<file path="config.mk">
export PLATFORM = sky130hd
export DESIGN_NAME = motorAssist
export DESIGN_NICKNAME = d
export VERILOG_FILES = /design/src/verilog/assistPkg.sv /design/src/verilog/pipeStage.sv /design/src/verilog/sensorDecode.sv /design/src/verilog/assistCalc.sv /design/src/verilog/torqueLimiter.sv /design/src/verilog/motorAssist.sv
export SDC_FILE = /design/constraint.sdc
export NUM_CORES = 1
export LEC_CHECK = 0
export BUFFER_PORTS_ARGS = -buffer_cell sky130_fd_sc_hd__buf_4
export CAP_MARGIN = 10
export CORE_MARGIN = 1
export CORE_UTILIZATION = 51
export CTS_CLUSTER_SIZE = 10
export DETAILED_ROUTE_END_ITERATION = 8
export PLACE_DENSITY_LB_ADDON = 0.2
export SETUP_SLACK_MARGIN = 0.05
export SLEW_MARGIN = 20
export SYNTH_ARGS = -nofsm -noshare
export SYNTH_HDL_FRONTEND = slang
export SYNTH_SLANG_ARGS = --single-unit
</file>
<file path="constraint.sdc">
create_clock -name clk -period 2.65 [get_ports clk]
set_input_delay 0.265 -clock clk [delete_from_list [all_inputs] [get_ports clk]]
set_output_delay 0.265 -clock clk [all_outputs]
set_load 0.1 [all_outputs]
</file>
<file path="src/verilog/assistPkg.sv">
//**********************************************************
// Shared widths, stage payloads and default tuning for the
// motor-assist pipeline. Referenced by scoped name only
//**********************************************************

package assistPkg;

	// Signed roll and pitch from the IMU
	// LSB is half a degree
	localparam int angleW = 10;

	// Heart rate and set point in beats per minute
	localparam int rateW = 8;

	// Signed demand and torque command toward current control
	localparam int torqueW = 13;

	// Tilt cutoff of 45 degrees in half-degree counts
	localparam int rollLimitDefault = 90;

	// Torque counts per bpm of heart-rate error
	localparam int hrGainDefault = 4;

	// Pitch contribution is pitch >> pitchShift
	localparam int pitchShiftDefault = 1;

	// Largest rise of the command from one command to the next
	localparam int rampStepDefault = 256;

	// Absolute torque ceiling
	localparam int torqueMaxDefault = 4095;

	// Decode to execute payload
	// Pitch is already clamped to zero or above here
	typedef struct packed {
		logic [rateW-1:0]  heartRate;
		logic [rateW-1:0]  setPoint;
		logic [angleW-1:0] pitch;
		logic              inhibit;
	} decodedT;

	// Execute to result payload
	// Demand is floored at zero by the execute stage
	typedef struct packed {
		logic signed [torqueW-1:0] demand;
		logic                      inhibit;
	} demandT;

endpackage

</file>
<file path="src/verilog/pipeStage.sv">
//**********************************************************
// Single-entry valid/ready register stage. The payload type
// is set per instance so one stage body serves every hop
//**********************************************************

`timescale 1ns/1ps

module pipeStage #(
	parameter type payloadT = logic
) (
	input  logic    clk,
	input  logic    rstN,

	// Upstream side
	input  logic    inValid,
	input  payloadT inData,
	output logic    inReady,

	// Downstream side
	output logic    outValid,
	output payloadT outData,
	input  logic    outReady
);

	// Holding register and its occupancy
	logic    full;
	payloadT data;

	// Free when empty or when the held item leaves this cycle
	// Combinational so a full chain still moves every cycle
	assign inReady  = !full || outReady;
	assign outValid = full;
	assign outData  = data;

	always_ff @(posedge clk) begin
		if (!rstN) begin
			full <= 1'b0;
			data <= '0;
		end else if (inReady) begin
			// Refill, or empty out when nothing new arrives
			full <= inValid;
			if (inValid) begin
				data <= inData;
			end
		end
	end

endmodule

</file>
<file path="src/verilog/sensorDecode.sv">
//**********************************************************
// Decode stage. Forms the assist inhibit from tilt, brake and
// cadence and strips negative pitch. Purely combinational
//**********************************************************

`timescale 1ns/1ps

module sensorDecode #(
	// Tilt cutoff magnitude in half-degree counts
	parameter int rollLimit = assistPkg::rollLimitDefault
) (
	// Biometric inputs
	input  logic        [assistPkg::rateW-1:0]  heartRate,
	input  logic        [assistPkg::rateW-1:0]  setPoint,

	// IMU angles
	input  logic signed [assistPkg::angleW-1:0] roll,
	input  logic signed [assistPkg::angleW-1:0] pitch,

	// Rider inputs
	input  logic                                cadence,
	input  logic                                brake,

	// Payload toward the decode register stage
	output assistPkg::decodedT                  decoded
);

	// One extra bit so that the most negative roll still has a
	// positive magnitude
	logic signed [assistPkg::angleW:0] rollWide;
	logic signed [assistPkg::angleW:0] rollMag;

	// Individual inhibit causes
	logic tiltFault;
	logic brakeFault;
	logic idleFault;

	// Pitch after the downhill clamp
	logic [assistPkg::angleW-1:0] pitchPos;

	// Sign extend before taking the magnitude
	assign rollWide = {roll[assistPkg::angleW-1], roll};

	// Absolute roll, leaning left or right counts the same
	assign rollMag = (rollWide < 0) ? -rollWide : rollWide;

	// Past 45 degrees the bike is treated as falling
	assign tiltFault = (rollMag > rollLimit);

	// Braking always cuts assist
	assign brakeFault = brake;

	// No assist unless the rider is pedalling
	assign idleFault = !cadence;

	// Downhill riding earns no assist
	assign pitchPos = pitch[assistPkg::angleW-1] ? '0 : pitch;

	// Pack the payload
	always_comb begin
		decoded.heartRate = heartRate;
		decoded.setPoint  = setPoint;
		decoded.pitch     = pitchPos;

		// Any single cause forbids assist
		decoded.inhibit = tiltFault | brakeFault | idleFault;
	end

endmodule

</file>
<file path="src/verilog/assistCalc.sv">
//**********************************************************
// Execute stage. Turns heart-rate error and hill pitch into
// a non-negative assist demand. Purely combinational
//**********************************************************

`timescale 1ns/1ps

module assistCalc #(
	// Torque counts per bpm of error
	parameter int hrGain     = assistPkg::hrGainDefault,
	// Pitch is divided by 2**pitchShift
	parameter int pitchShift = assistPkg::pitchShiftDefault
) (
	// Decoded sample from the decode register stage
	input  assistPkg::decodedT decoded,

	// Demand toward the execute register stage
	output assistPkg::demandT  demand
);

	// Wide working width so no gain setting can wrap the sum
	localparam int calcW = 32;

	// Largest positive value the demand field can carry
	localparam int demandMax = 2 ** (assistPkg::torqueW - 1) - 1;

	// Heart rate minus set point, one bit wider and signed
	logic signed [assistPkg::rateW:0] hrErr;

	// Scaled terms and their sum
	logic signed [calcW-1:0] hrTerm;
	logic signed [calcW-1:0] pitchTerm;
	logic signed [calcW-1:0] sum;

	// Demand after floor and saturation
	logic signed [assistPkg::torqueW-1:0] demandSat;

	// Both rates are unsigned bpm, zero extend before subtracting
	assign hrErr = signed'({1'b0, decoded.heartRate}) - signed'({1'b0, decoded.setPoint});

	// Error times gain
	// Sign extended first so a negative error stays negative
	assign hrTerm = calcW'(hrErr) * hrGain;

	// Pitch is never negative here, a logical shift is enough
	assign pitchTerm = calcW'(decoded.pitch >> pitchShift);

	// Combined assist request
	assign sum = hrTerm + pitchTerm;

	// Rider well below set point gives no assist at all
	always_comb begin
		if (sum < 0) begin
			demandSat = '0;
		end else if (sum > demandMax) begin
			// Keep the value inside the signed demand field
			demandSat = demandMax[assistPkg::torqueW-1:0];
		end else begin
			demandSat = sum[assistPkg::torqueW-1:0];
		end
	end

	// Pack the payload
	always_comb begin
		demand.demand  = demandSat;

		// Inhibit is only carried, the result stage acts on it
		demand.inhibit = decoded.inhibit;
	end

endmodule

</file>
<file path="src/verilog/torqueLimiter.sv">
//**********************************************************
// Result stage. Applies the inhibit cutoff, the per-command
// ramp limit and the ceiling, and owns the command register
//**********************************************************

`timescale 1ns/1ps

module torqueLimiter #(
	// Largest rise from one command to the next
	parameter int rampStep  = assistPkg::rampStepDefault,
	// Absolute torque ceiling
	parameter int torqueMax = assistPkg::torqueMaxDefault
) (
	input  logic                                 clk,
	input  logic                                 rstN,

	// From the execute register stage
	input  logic                                 inValid,
	input  assistPkg::demandT                    demand,
	output logic                                 inReady,

	// Toward the current-control loop
	output logic                                 cmdValid,
	output logic signed [assistPkg::torqueW-1:0] torqueCmd,
	input  logic                                 cmdReady
);

	// Working width for the comparisons
	localparam int calcW = 32;

	// Accepting an item this cycle
	logic load;

	// Candidates for the new command
	logic signed [calcW-1:0] demandWide;
	logic signed [calcW-1:0] rampCeil;
	logic signed [calcW-1:0] limited;

	// New command value, narrowed to the output width
	logic signed [assistPkg::torqueW-1:0] nextCmd;

	// Free when empty or when the held command leaves now
	assign inReady = !cmdValid || cmdReady;
	assign load    = inValid && inReady;

	// Demand is non-negative, sign extension keeps it as is
	assign demandWide = calcW'(demand.demand);

	// The last command doubles as the ramp state
	assign rampCeil = calcW'(torqueCmd) + rampStep;

	// Smallest of demand, ramp ceiling and torque ceiling
	always_comb begin
		limited = demandWide;
		if (rampCeil < limited) begin
			limited = rampCeil;
		end
		if (torqueMax < limited) begin
			limited = torqueMax;
		end

		// Inhibit overrides everything and drops the ramp to zero
		if (demand.inhibit) begin
			limited = '0;
		end
	end

	// Fits the output width once capped by torqueMax
	assign nextCmd = limited[assistPkg::torqueW-1:0];

	// Output register
	// Command is held under back-pressure and kept after it leaves
	// so the next item ramps from it
	always_ff @(posedge clk) begin
		if (!rstN) begin
			cmdValid  <= 1'b0;
			torqueCmd <= '0;
		end else if (load) begin
			cmdValid  <= 1'b1;
			torqueCmd <= nextCmd;
		end else if (cmdReady) begin
			// Command taken, nothing new behind it
			cmdValid <= 1'b0;
		end
	end

endmodule

</file>
<file path="src/verilog/motorAssist.sv">
//**********************************************************
// Motor-assist path top level. Chains decode, register,
// execute, register and result into one torque command
//**********************************************************

`timescale 1ns/1ps

module motorAssist #(
	// Decode tuning
	parameter int rollLimit  = assistPkg::rollLimitDefault,
	// Execute tuning
	parameter int hrGain     = assistPkg::hrGainDefault,
	parameter int pitchShift = assistPkg::pitchShiftDefault,
	// Result tuning
	parameter int rampStep   = assistPkg::rampStepDefault,
	parameter int torqueMax  = assistPkg::torqueMaxDefault
) (
	input  logic                                 clk,
	input  logic                                 rstN,

	// Sample handshake
	input  logic                                 sampleValid,
	output logic                                 sampleReady,

	// Biometric inputs
	input  logic        [assistPkg::rateW-1:0]   heartRate,
	input  logic        [assistPkg::rateW-1:0]   setPoint,

	// Resolved IMU angles
	input  logic signed [assistPkg::angleW-1:0]  roll,
	input  logic signed [assistPkg::angleW-1:0]  pitch,

	// Rider inputs
	input  logic                                 cadence,
	input  logic                                 brake,

	// Command toward current control
	output logic                                 cmdValid,
	output logic signed [assistPkg::torqueW-1:0] torqueCmd,
	input  logic                                 cmdReady
);

	// Decode output and its registered copy
	assistPkg::decodedT decodedComb;
	assistPkg::decodedT decodedReg;
	logic               decValid;
	logic               decReady;

	// Execute output and its registered copy
	assistPkg::demandT  demandComb;
	assistPkg::demandT  demandReg;
	logic               calcValid;
	logic               calcReady;

	// Decode is combinational straight off the sample ports
	sensorDecode #(
		.rollLimit (rollLimit)
	) u_decode (
		.heartRate (heartRate),
		.setPoint  (setPoint),
		.roll      (roll),
		.pitch     (pitch),
		.cadence   (cadence),
		.brake     (brake),
		.decoded   (decodedComb)
	);

	// First register, sample handshake lands here
	pipeStage #(
		.payloadT (assistPkg::decodedT)
	) u_decStage (
		.clk      (clk),
		.rstN     (rstN),
		.inValid  (sampleValid),
		.inData   (decodedComb),
		.inReady  (sampleReady),
		.outValid (decValid),
		.outData  (decodedReg),
		.outReady (decReady)
	);

	// Heart-rate and pitch demand
	assistCalc #(
		.hrGain     (hrGain),
		.pitchShift (pitchShift)
	) u_calc (
		.decoded (decodedReg),
		.demand  (demandComb)
	);

	// Second register
	pipeStage #(
		.payloadT (assistPkg::demandT)
	) u_calcStage (
		.clk      (clk),
		.rstN     (rstN),
		.inValid  (decValid),
		.inData   (demandComb),
		.inReady  (decReady),
		.outValid (calcValid),
		.outData  (demandReg),
		.outReady (calcReady)
	);

	// Third register with the limits
	// A sample taken at edge N leaves at edge N+3 with cmdReady high
	torqueLimiter #(
		.rampStep  (rampStep),
		.torqueMax (torqueMax)
	) u_limit (
		.clk       (clk),
		.rstN      (rstN),
		.inValid   (calcValid),
		.demand    (demandReg),
		.inReady   (calcReady),
		.cmdValid  (cmdValid),
		.torqueCmd (torqueCmd),
		.cmdReady  (cmdReady)
	);

endmodule

</file>
# ---- Yosys cells after proc, flatten, opt, wreduce, memory -nomap -nowiden
# Index checks and enable logic that the tools add are counted.
dict set report classes {
  addsub 4
  order_cmp 6
  n_mux 9
  bitwise_logic 2
  n_reduce_logical 11
}
# cell count
set op_table {}
lappend op_table {{two-way mux 13 bit} 4}
lappend op_table {{> comparator 32 x 13 -> 1 bit, second input constant} 1}
lappend op_table {{< comparator 13 x 32 -> 1 bit, first input constant} 1}
lappend op_table {{< comparator 32 x 1 -> 1 bit, second input constant} 1}
lappend op_table {{two-way mux 32 bit} 1}
lappend op_table {{adder 13 x 10 -> 14 bit, second input constant} 1}
lappend op_table {{< comparator 14 x 13 -> 1 bit} 1}
lappend op_table {{adder 11 x 10 -> 12 bit} 1}
lappend op_table {{> comparator 11 x 8 -> 1 bit, second input constant} 1}
lappend op_table {{two-way mux 11 bit} 1}
lappend op_table {{negator 10 -> 11 bit} 1}
lappend op_table {{< comparator 10 x 1 -> 1 bit, second input constant} 1}
lappend op_table {{two-way mux 9 bit} 1}
lappend op_table {{subtractor 8 x 8 -> 9 bit} 1}
lappend op_table {{logical NOT 1 bit} 4}
lappend op_table {{AND reduction 2 bit} 2}
lappend op_table {{logical OR 1 bit} 3}
lappend op_table {{two-way mux 1 bit} 2}
lappend op_table {{bitwise OR 1 bit} 2}
lappend op_table {{nonzero test 2 bit} 1}
lappend op_table {{logical AND 1 bit} 1}
dict set report totals {
  register_bits 57
  in_bits 42
  out_inout_bits 15
  elab_cells 42
}

# ---- Logic depth before layout (Yosys ltp)
dict set report logic_depth {
  ltp_word 6
  depth_mapped 13
  depth_no_buf 13
}

# ---- Hierarchy
# A second synthesis with hierarchy kept.
dict set report unflattened {
  hier_cells 478
  area_unflattened_um2 4111.4
}
# module instances cells_per_inst area_per_inst_um2 seq_area_each_um2
set modules_own_cells {}
lappend modules_own_cells {{pipeStage (u_decStage)} 1 122 1152.4 560.5}
lappend modules_own_cells {torqueLimiter 1 121 1104.8 280.3}
lappend modules_own_cells {assistCalc 1 110 795.8 0.0}
lappend modules_own_cells {{pipeStage (u_calcStage)} 1 66 623.1 300.3}
lappend modules_own_cells {sensorDecode 1 59 435.4 0.0}

# ---- Worst setup path before layout
# OpenSTA, ideal clock, no wires.
dict set report synth_path {
  path_kind {flip-flop to flip-flop}
  startpoint {reg u_limit.torqueCmd[8] (netlist name)}
  endpoint {reg u_limit.torqueCmd[6] (netlist name)}
  setup_ps 61
  arrival_ps 3637
  required_time_ps 2589
  path_slack_ps -1048
  path_stages_with_launch 12
  n_path_buf 0
  period_less_slack_ps 3698
  path_cell_list {dfxtp_1 -> ha_1 -> xor2_1 -> ha_1 -> a21oi_1 -> o22ai_1 -> nor4b_1 -> o21ai_0 -> ha_1 -> or3_1 -> a21oi_2 -> o221a_2}
}
dict set report synth_between {
  elab_chain_cells 6
}
# item line
set synth_rtl {}
lappend synth_rtl {{from (decl)} torqueLimiter.sv:24} ;# output logic signed [assistPkg::torqueW-1:0] torqueCmd,
lappend synth_rtl {{from (signal assigned)} torqueLimiter.sv:80} ;# torqueCmd <= nextCmd;
lappend synth_rtl {{adder 13 x 10 -> 14 bit *} torqueLimiter.sv:50} ;# assign rampCeil = calcW'(torqueCmd) + rampStep;
lappend synth_rtl {{< comparator 14 x 13 -> 1 bit} torqueLimiter.sv:55} ;# if (rampCeil < limited) begin
lappend synth_rtl {{two-way mux 32 bit *} torqueLimiter.sv:55}
lappend synth_rtl {{< comparator 13 x 32 -> 1 bit} torqueLimiter.sv:58} ;# if (torqueMax < limited) begin
lappend synth_rtl {{two-way mux 13 bit *} torqueLimiter.sv:58}
lappend synth_rtl {{two-way mux 13 bit *} torqueLimiter.sv:63} ;# if (demand.inhibit) begin
# Mark *: on every way between the ends. The rest lies on a longest branch, timed or not.
# A chain may end at the register's enable or synchronous reset.

# ---- Final worst setup path
dict set report layout_path {
  startpoint {reg u_decStage.data, in the netlist u_decStage.outData[19]}
  endpoint {reg u_calcStage.data, in the netlist u_calcStage.outData[2]}
}
dict set report layout_between {
  elab_chain_cells 5
  elab_cells_between_ends 6
  cone_classes {2 x add/sub; 2 x order compare; 2 x mux}
}
# item line
set layout_rtl {}
lappend layout_rtl {{from (decl)} pipeStage.sv:27} ;# payloadT data;
lappend layout_rtl {{from (signal assigned)} pipeStage.sv:43} ;# data <= inData;
lappend layout_rtl {{subtractor 8 x 8 -> 9 bit *} assistCalc.sv:39} ;# assign hrErr = signed'({1'b0, decoded.heartRate}) - signed'({1'b0, decoded.setPoint});
lappend layout_rtl {{adder 11 x 10 -> 12 bit *} assistCalc.sv:49} ;# assign sum = hrTerm + pitchTerm;
lappend layout_rtl {{> comparator 32 x 13 -> 1 bit} assistCalc.sv:55} ;# end else if (sum > demandMax) begin
lappend layout_rtl {{two-way mux 13 bit} assistCalc.sv:55}
lappend layout_rtl {{two-way mux 13 bit *} assistCalc.sv:53} ;# if (sum < 0) begin
lappend layout_rtl {{to (signal assigned)} pipeStage.sv:43}
lappend layout_rtl {{to (decl)} pipeStage.sv:27}
# Marked as above.

==> flow_summary.rst <==
.. list-table::
   :header-rows: 1

   * - Metric
     - Value
   * - Hold Path Class
     - input port to flip-flop
   * - Root Buffer Master
     - sky130_fd_sc_hd__clkbuf_8
   * - Vias
     - 3,186
   * - Router iterations before antenna repair
     - 4
   * - CTS tree
     - built
   * - Number of standard cells after synthesis
     - 401
   * - Crit path top cell by count
     - sky130_fd_sc_hd__ha_4
   * - Kind of start point of the critical path
     - flip-flop
   * - Starting Density
     - 0.5285
   * - Highest attainable clock frequency
     - 347.3 MHz
   * - Ports placed on the boundary
     - 57
   * - Vias in the first global route
     - 3,085
   * - Data required time of the worst path
     - 2.87 ns
   * - Synthesized area divided by synthesized cell count
     - 8.368 um^2
   * - Routed WL per cell
     - 13.80 um
   * - Number of buffers inserted during clock tree synthesis
     - 5
   * - Final worst path period share
     - 1.087
   * - Time the final worst path needs with I/O delays and setup
     - 2.880 ns
   * - Antenna viol nets, final
     - 0
   * - Hold-fix buffers at CTS
     - 0
   * - Data arrival at the endpoint of the critical path
     - 3.10 ns
   * - Sequential element share of the synthesized area
     - 0.3221
   * - Number of enable flip-flop cells after synthesis
     - 0
   * - First-pass GRT wire length
     - 13.28 mm
   * - Dominant synthesized flop cell
     - sky130_fd_sc_hd__dfxtp_1
   * - Placed Instances
     - 554
   * - Status
     - complete, but fails checks
   * - Yosys Warn Count
     - 0
   * - Class of the most critical setup path
     - flip-flop to flip-flop
   * - Leak pwr
     - 1.984 nW
   * - Minimum setup slack in the final design
     - -0.2296 ns
   * - P&R area growth vs syn
     - 38.03%
   * - Total Power
     - 0.002178 W
   * - Die Span Y
     - 83.12 um
   * - Number of remaining DRC errors
     - 0
   * - Synth Register Bits
     - 54
   * - Post-synthesis net count
     - 474
   * - All-Layer GR Usage
     - 0.2314
   * - Cell with the biggest individual delay on the critical path
     - sky130_fd_sc_hd__dfxtp_2
   * - Clock tree skew after final layout
     - 0.01272 ns
   * - Utilization after layout
     - 0.7295
   * - Core outline area
     - 0.006350 mm^2
   * - Total wire length after detailed routing
     - 7.951 mm
   * - Die width
     - 83.12 um
   * - Sequence of cells on the critical path
     - inv_2 > ha_4 > fa_2 > nand2b_4 > nand2b_1 > a21oi_2 > xnor2_2 > ha_4 > a21oi_4 > a31oi_4 > o211a_4 > a211oi_4 > buf_6 > nor3b_1
   * - Number of antenna violations at the first check in global routing
     - 0
   * - Final-layout setup total negative slack
     - -3.976 ns
   * - Setup repair after global routing missed its margin
     - true
   * - CTS Sinks
     - 54
   * - Post-DR vias/cell
     - 5.531
   * - Buffers from clock root to sink, at most
     - 2
   * - IO buf count
     - 55
   * - Cell Pwr Density
     - 470.3 mW/mm^2
   * - Share of flip-flops with an asynchronous set or reset
     - 0
   * - Post-synthesis cell area
     - 0.003356 mm^2
   * - DIE AREA
     - 0.006908 mm^2
   * - Filler Cells Inserted
     - 479
   * - Iteration-0 DRC count of the detailed router
     - 109
   * - Maximum cell stage delay along the critical path
     - 0.34 ns
   * - Finished Layout Cells
     - 576
   * - VDD IR-drop max
     - 0.3596 mV
   * - Final global-route overflow total
     - 0
   * - Crit end category
     - flip-flop
   * - Setup-failing EPs final
     - 23
   * - Area occupied by multi-input gates
     - 0.002381 mm^2
   * - Count of nets after finishing
     - 571
   * - CP Max Fanout
     - 7
   * - Maximum level of the CTS H-tree
     - 2
   * - Worst Tran Pin Value
     - 0.6223 ns
   * - Violated checks
     - setup timing
   * - Row count
     - 29
   * - Maximum number of pins on one net before global-route repair
     - 56
   * - Endpoints failing hold
     - 0
   * - Clock-pin slew reported for the worst setup and hold paths after clock tree synthesis
     - 0.11 ns
   * - Worst slew margin relative to its limit
     - 0.5841
   * - Synth unique cells
     - 51
   * - Max-slew violation total from the final report
     - 0
   * - Detail Placement HPWL
     - 5.761 mm
   * - Worst Hold Margin
     - 0.1906 ns
   * - Number of inserted diodes
     - 0
   * - Reg area
     - 0.001110 mm^2
   * - Max-Cap Viols
     - 0
   * - Fraction of layout cells with a size suffix above 1
     - 0.3707
   * - Gpl congestion
     - 0.9023
   * - Clock insertion delay at the later pin of the skew report
     - 0.32 ns
final timing paths:
check | start | end | slack [ns] | depth (start not counted)
worst max-delay path | u_decStage.outData[19] | u_calcStage.outData[2] | -0.23 | 14
worst min-delay path | heartRate[0] | u_decStage.outData[19] | 0.19 | 3
worst max register to register | u_decStage.outData[19] | u_calcStage.outData[2] | -0.23 | 14
worst min register to register | u_decStage.outData[15] | u_decStage.outData[15] | 0.47 | 2
stage by stage:
step	area [um^2]	worst slack [ns]
global placement	4204	-0.2535
finish	4632	-0.2296
global route	4632	-0.3456
floorplan	3471	-0.3091
detailed placement	4204	-0.2724
CTS	4483	-0.2323
registers in the layout, indices dropped and copies added (netlist names):
signal	cells
u_decStage.outData	25
u_calcStage.outData	13
u_limit.torqueCmd	13
u_calcStage.outValid	1
u_decStage.outValid	1
u_limit.cmdValid	1
kinds of logic after synthesis:
family | Yosys count | synth area share
fa+ha+maj | 31 | 0.1201
simple gates | 132 | 0.2062
flops | 54 | 0.3221
xor+xnor | 11 | 0.02871
buf+inv | 53 | 0.05928
mux | 5 | 0.01529
compound gates | 115 | 0.2483
power breakdown:
group,switching (W),internal [W],total (W)
Combinational,0.000423,0.000380,0.000802
Clock,0.000297,0.000195,0.000492
Sequential,0.0000316,0.000852,0.000884
cells in the mapped netlist, drive strengths merged, types with 2 or more instances:
cell | count | area [um^2]
nand3b | 11 | 82.58
nor4 | 3 | 18.77
and3 | 3 | 18.77
xor2 | 6 | 52.55
nor2 | 11 | 41.29
o21ai | 14 | 70.06
a21o | 6 | 45.04
a31oi | 5 | 46.29
or3 | 4 | 25.02
nor3b | 7 | 52.55
nor4b | 2 | 17.52
or4 | 3 | 26.27
a21oi | 31 | 162.7
nand2b | 10 | 62.56
clkbuf | 14 | 52.55
nand3 | 10 | 50.05
buf | 3 | 11.26
dfxtp | 54 | 1081
nor3 | 2 | 10.01
o21a | 2 | 15.01
nand2 | 52 | 195.2
a21boi | 25 | 187.7
nor2b | 11 | 68.82
o221a | 9 | 101.4
xnor2 | 5 | 43.79
a211oi | 6 | 57.56
ha | 29 | 362.9
o22ai | 2 | 12.51
o211ai | 5 | 37.54
fa | 2 | 40.04
inv | 36 | 135.1
mux2i | 4 | 40.04
critical path: cells and delay by family (launching register included):
kind,cells,cell delay [ns]
DFF,1,0.34
AOI/OAI and AO/OA,5,0.86
and+or+nand+nor,3,0.32
buffers and inverters,2,0.22
adders and majority gates,3,0.75
xor gates and xnor gates,1,0.28
layer usage:
metal	track usage	vias up	part of all wire
met3	0.04175	20	0.026
li1	-	1612	-
met1	0.2655	1496	0.44
met5	0	-	0
met4	0.09718	0	0.027
met2	0.4195	58	0.51
what timing repair did:
action                     4_1_cts  5_1_grt
pin swaps                       31       24
setup endpoints to repair       24       24
gates resized for setup         19       18
buffers inserted                 9        5
final cells by class:
type | count | share of cell area
well taps | 77 | 0.02080
clock inverters | 3 | 0.005673
clock buffers | 5 | 0.01486
inverters | 36 | 0.02998
multi-input cells | 294 | 0.5140
repair buffers | 107 | 0.1750
flip-flops and latches | 54 | 0.2396
placed cells by master (no fill, tap or decap), types with 3 or more instances in the layout:
| master | count |
|---|---|
| sky130_fd_sc_hd__o211ai_1 | 5 |
| sky130_fd_sc_hd__buf_4 | 105 |
| sky130_fd_sc_hd__nor2_1 | 11 |
| sky130_fd_sc_hd__clkbuf_8 | 5 |
| sky130_fd_sc_hd__and3_1 | 3 |
| sky130_fd_sc_hd__nor3b_2 | 4 |
| sky130_fd_sc_hd__dfxtp_2 | 8 |
| sky130_fd_sc_hd__mux2i_1 | 4 |
| sky130_fd_sc_hd__a21o_1 | 6 |
| sky130_fd_sc_hd__inv_1 | 33 |
| sky130_fd_sc_hd__nand3_1 | 6 |
| sky130_fd_sc_hd__ha_1 | 23 |
| sky130_fd_sc_hd__xnor2_1 | 3 |
| sky130_fd_sc_hd__a21boi_0 | 25 |
| sky130_fd_sc_hd__a211oi_2 | 3 |
| sky130_fd_sc_hd__o21ai_0 | 12 |
| sky130_fd_sc_hd__dfxtp_4 | 5 |
| sky130_fd_sc_hd__a21oi_2 | 3 |
| sky130_fd_sc_hd__nand3b_1 | 11 |
| sky130_fd_sc_hd__nand2_1 | 52 |
| sky130_fd_sc_hd__a21oi_4 | 3 |
| sky130_fd_sc_hd__or3_1 | 3 |
| sky130_fd_sc_hd__xor2_1 | 5 |
| sky130_fd_sc_hd__nand3_2 | 4 |
| sky130_fd_sc_hd__a31oi_4 | 3 |
| sky130_fd_sc_hd__a21oi_1 | 25 |
| sky130_fd_sc_hd__nand2b_1 | 9 |
| sky130_fd_sc_hd__dfxtp_1 | 41 |
| sky130_fd_sc_hd__o221a_2 | 9 |
| sky130_fd_sc_hd__nor2b_1 | 11 |
| sky130_fd_sc_hd__ha_4 | 6 |
(Power assumes the default switching activity.)
